### src/cpu_pkg.sv
// shared types and encodings for the reduced mips core; no branches, no traps, memories are 64 words
package cpu_pkg;

  typedef logic [31:0] word_t;
  typedef logic [4:0]  reg_t;

  typedef enum logic [2:0] {
    ALU_ADD,
    ALU_SUB,
    ALU_AND,
    ALU_OR,
    ALU_SLT,
    ALU_SLL
  } aluop_t;

  localparam int IMEM_DEPTH = 64; // instruction words
  localparam int DMEM_DEPTH = 64; // data words

  // opcodes
  localparam logic [5:0] OP_RTYPE = 6'h00;
  localparam logic [5:0] OP_ADDIU = 6'h09;
  localparam logic [5:0] OP_ORI   = 6'h0d;
  localparam logic [5:0] OP_LUI   = 6'h0f;
  localparam logic [5:0] OP_LW    = 6'h23;
  localparam logic [5:0] OP_SW    = 6'h2b;
  localparam logic [5:0] OP_HALT  = 6'h3f;

  // r-type funct codes
  localparam logic [5:0] FN_SLL  = 6'h00;
  localparam logic [5:0] FN_ADDU = 6'h21;
  localparam logic [5:0] FN_SUBU = 6'h23;
  localparam logic [5:0] FN_AND  = 6'h24;
  localparam logic [5:0] FN_OR   = 6'h25;
  localparam logic [5:0] FN_SLT  = 6'h2a;

  // alu operand b source
  localparam logic [1:0] SRC_REG   = 2'd0;
  localparam logic [1:0] SRC_IMM   = 2'd1;
  localparam logic [1:0] SRC_LUI   = 2'd2; // imm in upper half
  localparam logic [1:0] SRC_SHAMT = 2'd3;

  // forwarding source for an execute operand
  localparam logic [1:0] FWD_REG = 2'd0; // value read in decode
  localparam logic [1:0] FWD_MEM = 2'd1; // ex/mem alu result
  localparam logic [1:0] FWD_WB  = 2'd2; // mem/wb write data

  typedef struct packed {
    word_t instr;
    logic  valid;
  } ifid_t;

  typedef struct packed {
    aluop_t     alu_op;
    logic [1:0] alu_src;
    logic       reg_dst;
    logic       reg_write;
    logic       mem_read;
    logic       mem_write;
    word_t      rdat1;
    word_t      rdat2;
    word_t      imm;
    logic [4:0] shamt;
    reg_t       rs;
    reg_t       rt;
    reg_t       rd;
    logic       halt;
  } idex_t;

  typedef struct packed {
    word_t result;
    word_t store_data;
    reg_t  dest;
    logic  reg_write;
    logic  mem_read;
    logic  mem_write;
    logic  halt;
  } exmem_t;

  typedef struct packed {
    word_t wdata;
    reg_t  dest;
    logic  reg_write;
    logic  halt;
  } memwb_t;

endpackage

### src/hazard_forward.sv
// loads always target rt, so the load-use check looks at the id/ex rt only
`timescale 1ns/1ps

module hazard_forward import cpu_pkg::*; (
  input  reg_t       ex_rs,
  input  reg_t       ex_rt,
  input  logic       ex_mem_read,
  input  reg_t       id_rs,
  input  reg_t       id_rt,
  input  reg_t       mem_rd,
  input  logic       mem_reg_write,
  input  reg_t       wb_rd,
  input  logic       wb_reg_write,
  output logic [1:0] fwd_a,
  output logic [1:0] fwd_b,
  output logic       stall
);

  logic mem_live; // ex/mem will write a real register
  logic wb_live;

  assign mem_live = mem_reg_write && mem_rd != '0;
  assign wb_live  = wb_reg_write && wb_rd != '0;

  // nearest producer wins
  function automatic logic [1:0] pick_src(input reg_t src, input logic m_live,
                                          input reg_t m_rd, input logic w_live, input reg_t w_rd);
    if (m_live && m_rd == src)
      return FWD_MEM;
    else if (w_live && w_rd == src)
      return FWD_WB;
    else
      return FWD_REG;
  endfunction

  assign fwd_a = pick_src(ex_rs, mem_live, mem_rd, wb_live, wb_rd);
  assign fwd_b = pick_src(ex_rt, mem_live, mem_rd, wb_live, wb_rd);

  // hold decode one cycle while the load is in execute
  assign stall = ex_mem_read && ex_rt != '0 && (ex_rt == id_rs || ex_rt == id_rt);

endmodule

### config.mk
export PLATFORM = sky130hd
export DESIGN_NAME = hazard_forward
export DESIGN_NICKNAME = d
export VERILOG_FILES = /design/src/cpu_pkg.sv /design/src/hazard_forward.sv
export SDC_FILE = /design/constraint.sdc
export NUM_CORES = 1
export LEC_CHECK = 0
export ABC_CLOCK_PERIOD_IN_PS = 1700
export BUFFER_PORTS_ARGS = -buffer_cell sky130_fd_sc_hd__buf_4
export CORE_AREA = 3 3 40 42
export DETAILED_ROUTE_END_ITERATION = 12
export DIE_AREA = 0 0 43 45
export PLACE_DENSITY = 0.78
export SLEW_MARGIN = 20
export SYNTH_ARGS = -nofsm -noshare
export SYNTH_HDL_FRONTEND = slang
export SYNTH_SLANG_ARGS = --single-unit
export TNS_END_PERCENT = 1
### constraint.sdc
create_clock -name vclk -period 1.7
set_clock_uncertainty 0.15 [all_clocks]
set_input_delay 0.255 -clock vclk [all_inputs]
set_output_delay 0.255 -clock vclk [all_outputs]
set_load 0.05 [all_outputs]
# Word level (Yosys, flattened, before mapping)
# Index checks and enable logic that the tools add are counted.
# totals
ff_bits	0
ram_bits	0
latch_bits	0
mem_count	0
rom_bits	0
out_inout_bits	5
wordCells	22
# op_classes
n_bitwise	0
magnitude_cmp	0
shifts	0
reduce_logical	12
div	0
multipliers	0
muxes	4
n_addsub	0
eq_ne	6
# ops
cell	count
5-bit == test	6
5-bit nonzero test	3
1-bit logical AND	8
2-bit two-way mux	4
1-bit logical OR	1

# Logic depth before layout (Yosys ltp)
# Gate-level depths: netlist of the first run.
# logic_depth
word_depth	5
ltp_mapped	5

# Worst setup path after synthesis of the first run
# No wires, ideal clock.
# synth_timing
kind	input port to output port
startpoint	in mem_rd[1]
endpoint	out fwd_a[1]
stages	4
t_arrival_ps	2132
required_time_ps	1295
setup_slack_ps	-837
cell_sequence	or4_1 -> o21ai_2 -> nor4_2 -> nor4_2
# synth_between
elab_chain_len	4
word_cells_on_any_way	5
# synth_rtl
element	line	rtl
start: declaration	hazard_forward.sv:10	input reg_t mem_rd,
5-bit nonzero test	hazard_forward.sv:22	assign mem_live = mem_reg_write && mem_rd != '0;
1-bit logical AND	hazard_forward.sv:22	
1-bit logical AND (*)	hazard_forward.sv:28	if (m_live && m_rd == src)
2-bit two-way mux (*)	hazard_forward.sv:28	
end: declaration	hazard_forward.sv:14	output logic [1:0] fwd_a,
# Every way passes the cells marked *; elsewhere a longest branch is shown, timed or not.

# Final worst setup path of the first run
# layout_timing
startpoint	in wb_rd[4]
endpoint	out fwd_b[1]
# layout_between
elab_chain_len	5
word_cells_on_any_way	6
# layout_rtl
element	line	rtl
start: declaration	hazard_forward.sv:12	input reg_t wb_rd,
5-bit nonzero test	hazard_forward.sv:23	assign wb_live = wb_reg_write && wb_rd != '0;
1-bit logical AND	hazard_forward.sv:23	
1-bit logical AND (*)	hazard_forward.sv:30	else if (w_live && w_rd == src)
2-bit two-way mux (*)	hazard_forward.sv:30	
2-bit two-way mux (*)	hazard_forward.sv:28	
end: declaration	hazard_forward.sv:15	output logic [1:0] fwd_b,
# Marked as above.

==> out/results.ini, run 1 <==
[worst_hold_path]
worstHoldPathType = in -> out
hold_depth = 4
min_to = stall
min-delay-start = ex_mem_read

[grt]
grt_antenna_before_repair = 0
first_global_vias = 600
grt_pass1_wl_um = 2630
grt_usage = 0.173
overflow = 0
grt_start_max_net_pins = 6

[sta]
max_freq_ghz = 0.510
hold_violations = 0
layout_setup_ws_ns = -0.261
period_needed_ns = 1.96
rsz0062_at_grt = true
setup_viol = 5
tightest_slew_ns = 0.331
period_share = 1.15
slew_headroom = 0.778
finalSetupTns_ns = -0.979
drv_slew = 0

[setup_path]
worstSetupPathType = in -> out
startpoint_type = input pin
critical_path_required_ns = 1.29
arrival_ns = 1.56
crit_path_end_kind = primary output
cp_max_fo = 3

[floorplan]
die_h_um = 45
coreArea_um2 = 1280
rows = 13
initial_core_util = 0.329
pin_count = 38
die_w_um = 43
die_area_um2 = 1940

[cells_and_area]
utilization = 0.750
layout.cells.non_filler = 122
seq_cells = 0
layout_common_cells = 53 x buf_4, 20 x xor2_1, 8 x xnor2_1, 4 x nor4_4, 4 x buf_6
final.clkbuf_count = 0
drive_above_1_share = 0.664
final_common_cell = buf_4
seqCellArea_um2 = 0
diodes = 0
fin_nets = 142
design_area_um2 = 963
syn_to_final_growth_pct = 128
nFillCells = 101

[synthesis]
yosys-top-cells-area = xor2_1 41%, xnor2_1 21%, nor4_2 12%
synth_top_area_share = 0.414
syn_nets = 87
synthCells = 54
synthDistinctLibCells = 12
synth.largest_area_cell = xor2_1
synth_seq_area_share = 0
syn_area_um2 = 423
postSynthAreaPerCell_um2 = 7.83
yosysWarnings = 0

[detailed_routing]
routed_wl_um = 1640
drc = 0
drt_first_pass_iters = 2
ant_nets = 0
wire_per_inst_um = 13.5
via_count = 588
via_per_inst = 4.82
drtIter0Drc = 3

[placement]
io_buffers = 38
gp_congestion = 0.723
placed_cell_area_um2 = 908
dp_hpwl_um = 1410
placed_cells = 122

[pwr]
vdd_drop_max_v = 0.000130
total_power_mw = 0.239
cellPowerDensity_nw_per_um2 = 248
leakagePower_nw = 0.435

[outcome]
failed_checks = setup timing
status = complete, but fails checks

[run]
max-cap-violations = 0

[cts]
hold_buffers = 0

## area by class of cell
type,count,area (um^2),share of cell area
multi-input combinational,49,487,0.505
tap,15,18.8,0.0195
timing repair buffer,58,458,0.475
## stage by stage
step | hold WS, ns | setup WS, ns
after floorplan | 0.518 | -0.418
after global placement | 0.748 | -0.298
after detailed placement | 0.755 | -0.310
after CTS | 0.758 | -0.284
after global routing | 0.781 | -0.311
final | 0.773 | -0.261
## how the worst max path moves through the flow
stage / startpoint / cells after the start / to / slack, ns
CTS: wb_rd[4] / 6 / fwd_b[1] / -0.28
finish: wb_rd[4] / 6 / fwd_b[1] / -0.26
floorplan: ex_rt[4] / 4 / fwd_b[1] / -0.42
global placement: wb_rd[1] / 6 / fwd_a[1] / -0.30
detailed placement: wb_rd[4] / 6 / fwd_a[1] / -0.31
global route: wb_rd[4] / 6 / fwd_b[1] / -0.31
## logic make-up after synthesis
family | after synthesis | synth area share
and+or+nand+nor | 15 | 0.278
AOI/OAI and AO/OA | 4 | 0.0562
xor gates and xnor gates | 30 | 0.621
buffers and inverters | 5 | 0.0444
## where the power goes
part / switching [mW] / leakage, nW / internal (mW)
Combinational: 0.105 / 0.435 / 0.133
Sequential: 0 / 0 / 0
Clock: 0 / 0 / 0
## critical path, cell delays in order
cell     delay (ns)
buf_4          0.10
or4_1          0.09
o21ai_1        0.07
or4_4          0.56
nor4_4         0.29
buf_6          0.19
## metal layers
metal	up-vias	track usage	share of wire
met1	278	0.208	0.37
met5	-	0	0
li1	291	-	-
met2	19	0.356	0.58
met3	0	0.0120	0.047
met4	0	0	0
## Yosys cell counts
cell type  number
a21oi_1         1
buf_1           1
clkbuf_1        4
nand3_1         4
nor3_1          2
nor4_2          4
o21ai_0         1
o21ai_1         1
o21ai_2         1
or4_1           5
xnor2_1        10
xor2_1         20
## timing repair
item,CTS,global route
setup buffers,0,0
endpoints found under the setup margin,5,5
pin swaps,2,3
gates resized for setup,8,4
endpoints found under the hold margin,0,0
No activity file was read; power rests on OpenSTA's default activity.
==> run 2, diff against run 1 <==
--- a/config.mk
+++ b/config.mk
@@ -5,12 +5,14 @@
 export SDC_FILE = /design/constraint.sdc
 export NUM_CORES = 1
 export LEC_CHECK = 0
+export ABC_AREA = 1
 export ABC_CLOCK_PERIOD_IN_PS = 1700
 export BUFFER_PORTS_ARGS = -buffer_cell sky130_fd_sc_hd__buf_4
 export CORE_AREA = 3 3 40 42
 export DETAILED_ROUTE_END_ITERATION = 12
 export DIE_AREA = 0 0 43 45
-export PLACE_DENSITY = 0.78
+export GPL_TIMING_DRIVEN = 0
+export PLACE_DENSITY = 0.88
 export SLEW_MARGIN = 20
 export SYNTH_ARGS = -nofsm -noshare
 export SYNTH_HDL_FRONTEND = slang
==> run 2 against run 1 <==
  * The flow now finishes without violations
  * Combinational power is 17% lower
  * Worst setup slack better by 0.43 ns
  * Sequential share of layout area stayed put
  * Global-route usage is 1.1 points lower
  * Via count is 28% higher
  * Critical path type unchanged
==> out/results.ini, run 2 <==
[synthesis]
syn_nets = 154
syn_area_um2 = 543
synth_seq_area_share = 0
synthCells = 121
synth.largest_area_cell = nand2_1
synth_top_area_share = 0.380
yosysWarnings = 0
postSynthAreaPerCell_um2 = 4.49
yosys-top-cells-area = nand2_1 38%, xnor2_1 16%, inv_1 12%
synthTopCellsByCount = 55 x nand2_1, 18 x inv_1, 18 x nor2_1
synthDistinctLibCells = 13
synth.most_common_cell = nand2_1

[grt]
overflow = 0
grt_antenna_before_repair = 0
grt_pass1_wl_um = 2590
grt_start_max_net_pins = 7
grt_usage = 0.163
first_global_vias = 670

[pwr]
vdd_drop_max_v = 0.000106
leakagePower_nw = 0.532
cellPowerDensity_nw_per_um2 = 234
total_power_mw = 0.199

[setup_path]
startpoint_type = input pin
crit_path_end_kind = primary output
critPathTopFamily = buffers and inverters
cp_max_fo = 4
cpPeakStageDelay_ns = 0.21
path_cells = buf_4 > nor2_1 > nand3_1 > o21ai_2 > nor2_4 > nor2_1 > buf_4
worstSetupPathType = in -> out
worst-path-stages = 7
critical_path_required_ns = 1.29
cp_slowest_cell = o21ai_2
arrival_ns = 1.12
path_buf_inv = 2

[detailed_routing]
met1_length_um = 689
via_per_inst = 4.36
drc = 0
routed_wl_um = 1510
met2_wirelength_um = 746
wire_per_inst_um = 8.75
ant_nets = 0
drtIter0Drc = 4
top_layer = met3
via_count = 754
drt_first_pass_iters = 4
dr_wl_met3_um = 78

[cells_and_area]
layout.cells.non_filler = 173
utilization = 0.661
nFillCells = 132
drive_above_1_share = 0.291
fin_nets = 193
seqCellArea_um2 = 0
diodes = 0
design_area_um2 = 850
final.clkbuf_count = 0
layout_common_cells = 55 x nand2_1, 37 x buf_4, 18 x inv_1, 16 x nor2_1, 10 x xnor2_1
seq_cells = 0
syn_to_final_growth_pct = 56.5
final_common_cell = nand2_1

[sta]
finalSetupTns_ns = 0
hold_violations = 0
layout_setup_ws_ns = 0.170
max_freq_ghz = 0.654
slew_headroom = 0.858
whs_ns = 0.746
rsz0062_at_grt = false
tightest_slew_ns = 0.213
drv_slew = 0
period_needed_ns = 1.53
period_share = 0.900
setup_viol = 0

[placement]
dp_slack_ns = 0.167
dp_hpwl_um = 1410
io_buffers = 37
gp_congestion = 0.772
placed_cell_area_um2 = 850
placed_cells = 173

[outcome]
status = finished clean

[floorplan]
initial_core_util = 0.423
coreArea_um2 = 1280
rows = 13
pin_count = 38
die_h_um = 45
die_area_um2 = 1940
die_w_um = 43

[cts]
cts_resized = 0
hold_buffers = 0
post_cts_buffers = 0

[run]
max-cap-violations = 0

[worst_hold_path]
hold_depth = 4
worstHoldPathType = in -> out

[run 2: changes by cell type in the layout (fill, tap and decap cells not counted), moves of 3 or more]
cell | before | now
inv_2 | 0 | 4
inv_1 | 0 | 18
nand3_1 | 3 | 6
nor2_1 | 0 | 16
buf_4 | 53 | 37
nor4_4 | 4 | 0
buf_6 | 4 | 0
or4_4 | 3 | 0
nand2_1 | 0 | 55
xor2_1 | 20 | 3
[run 2: metal layers]
layer | vias to the layer above | GRT usage
li1 | 427 | -
met1 | 306 | 0.212
met2 | 21 | 0.317
met3 | 0 | 0.00398
met4 | 0 | 0
met5 | - | 0
[run 2: kinds of logic (layout without fill, tap and decap cells)]
kind of cell,count (synthesis),after routing,share of synthesized area
xor gates and xnor gates,13,13,0.210
buffers and inverters,23,60,0.161
AOI/OAI and AO/OA,3,3,0.0345
and+or+nand+nor,82,82,0.594
[run 2: worst paths after layout]
check | slack (ns) | endpoint | startpoint
setup / recovery | 0.17 | fwd_b[1] | mem_rd[0]
hold / removal | 0.75 | stall | ex_mem_read
[run 2: worst min-delay path, delay by kind of cell]
kind,cells,cell delay (ns)
buffers and inverters,2,0.28
AOI/OAI and AO/OA,2,0.10
[run 2: cell type report]
| cell class | count | area [um^2] | share of cell area |
|---|---|---|---|
| buffer | 1 | 5.00 | 0.00589 |
| inverter | 22 | 82.6 | 0.0972 |
| multi-input combinational | 98 | 465 | 0.548 |
| tap | 15 | 18.8 | 0.0221 |
| timing repair buffer | 37 | 278 | 0.327 |
[run 2: power by group]
| group | internal (mW) | switching [mW] |
|---|---|---|
| clock network | 0 | 0 |
| registers | 0 | 0 |
| logic | 0.0999 | 0.0990 |
==> run 3, diff against run 2 <==
--- a/config.mk
+++ b/config.mk
@@ -11,7 +11,7 @@
 export CORE_AREA = 3 3 40 42
 export DETAILED_ROUTE_END_ITERATION = 12
 export DIE_AREA = 0 0 43 45
-export GPL_TIMING_DRIVEN = 0
+export GPL_ROUTABILITY_DRIVEN = 0
 export PLACE_DENSITY = 0.88
 export SLEW_MARGIN = 20
 export SYNTH_ARGS = -nofsm -noshare
==> run 3 against run 2 <==
  * Non-clock buffer count unchanged
  * Sequential cell count unchanged
  * Via count up 5.8%
  * Clock-buffer cell count unchanged
  * Largest power group unchanged
  * Global-route usage up 0.83 points
  * Die area unchanged
  * First-iteration DRC count rose to 3.5 times the previous value
  * Routed wire length up 6.7%
  * Hold slack better by 0.0093 ns
  * Total power up 2.0%
  * Sequential share of layout area unchanged
==> out/results.ini, run 3 (synthesized netlist as in run 2, its figures left out) <==
[floorplan]
die_h_um = 45
die_area_um2 = 1940
pin_count = 38
die_w_um = 43
coreArea_um2 = 1280
rows = 13
initial_core_util = 0.423

[worst_hold_path]
hold_depth = 4
worstHoldPathType = in -> out

[grt]
grt_usage = 0.171
grt_start_max_net_pins = 7
grt_pass1_wl_um = 2710
overflow = 0
first_global_vias = 698
grt_antenna_before_repair = 0

[placement]
dp_hpwl_um = 1470
placed_cells = 173
io_buffers = 38

[setup_path]
cpPeakStageDelay_ns = 0.21
cp_max_fo = 3
path_cells = buf_4 > inv_1 > nand3_1 > o21ai_2 > nor2_4 > nor2_1 > buf_4
startpoint_type = input pin
critical_path_required_ns = 1.29
cpMostUsedCell = buf_4
cp_slowest_cell = o21ai_2
crit_path_end_kind = primary output
worstSetupPathType = in -> out
arrival_ns = 1.13

[pwr]
vdd_drop_max_v = 0.000109
p_comb_frac = 1.000
p_clk_frac = 0
seqPwrFrac = 0
intPower_mw = 0.101
p_sw_frac = 0.504
leakagePower_nw = 0.533
total_power_mw = 0.203
netSwitchingPower_mw = 0.102
cellPowerDensity_nw_per_um2 = 238

[cells_and_area]
final_common_cell = nand2_1
diodes = 0
utilization = 0.663
drive_above_1_share = 0.291
layout.cells.non_filler = 173
seqCellArea_um2 = 0
syn_to_final_growth_pct = 56.9
layout_common_cells = 55 x nand2_1, 38 x buf_4, 18 x inv_1, 16 x nor2_1, 10 x xnor2_1
nFillCells = 128
final.clkbuf_count = 0
multi_input_area_um2 = 465
seq_cells = 0
fin_nets = 193

[detailed_routing]
drc = 0
drtIter0Drc = 14
routed_wl_um = 1620
via_per_inst = 4.61
ant_nets = 0
drt_first_pass_iters = 4
via_count = 798
wire_per_inst_um = 9.34

[sta]
drv_slew = 0
period_needed_ns = 1.54
finalSetupTns_ns = 0
tightest_slew_ns = 0.213
rsz0062_at_grt = false
slew_headroom = 0.858
hold_violations = 0
setup_viol = 0
max_freq_ghz = 0.651
period_share = 0.904

[run]
max-cap-violations = 0

[outcome]
status = finished clean

[cts]
cts_resized = 0
hold_buffers = 0
post_cts_buffers = 0

## run 3: final cells by class
cell class / instances / share of cell area
inverters: 22 / 0.0969
multi-input cells: 98 / 0.546
repair buffers: 38 / 0.335
well taps: 15 / 0.0220
## run 3: routing by layer
layer	up-vias	routed length, um	global-route usage
li1	431	-	-
met1	346	719	0.224
met2	21	804	0.326
met3	0	91	0.00797
met4	0	0	0.00602
met5	-	0	0
## run 3: worst max-delay path, delay by kind of cell
family                 cells  cell delay, ns
AND/OR/NAND/NOR            3            0.25
buffers and inverters      3            0.41
AO/OA/AOI/OAI              1            0.21
## run 3: through the flow
stage / worst slack [ns] / hold slack, ns / area (um^2)
after global placement: 0.204 / 0.745 / 852
after floorplan: -0.121 / 0.527 / 553
after detailed placement: 0.172 / 0.761 / 852
final: 0.163 / 0.755 / 852
after global routing: 0.0827 / 0.782 / 852
after CTS: 0.168 / 0.762 / 852
## run 3: worst paths after layout
kind	startpoint	to	slack, ns
worst max-delay path	mem_rd[3]	fwd_b[1]	0.16
worst min-delay path	ex_mem_read	stall	0.75
## run 3: power groups by stage
| stage | Sequential [mW] | Combinational [mW] | Clock, mW |
|---|---|---|---|
| floorplan | 0 | 0.104 | 0 |
| global placement | 0 | 0.198 | 0 |
| detailed placement | 0 | 0.203 | 0 |
| CTS | 0 | 0.204 | 0 |
| global route | 0 | 0.228 | 0 |
| finish | 0 | 0.203 | 0 |
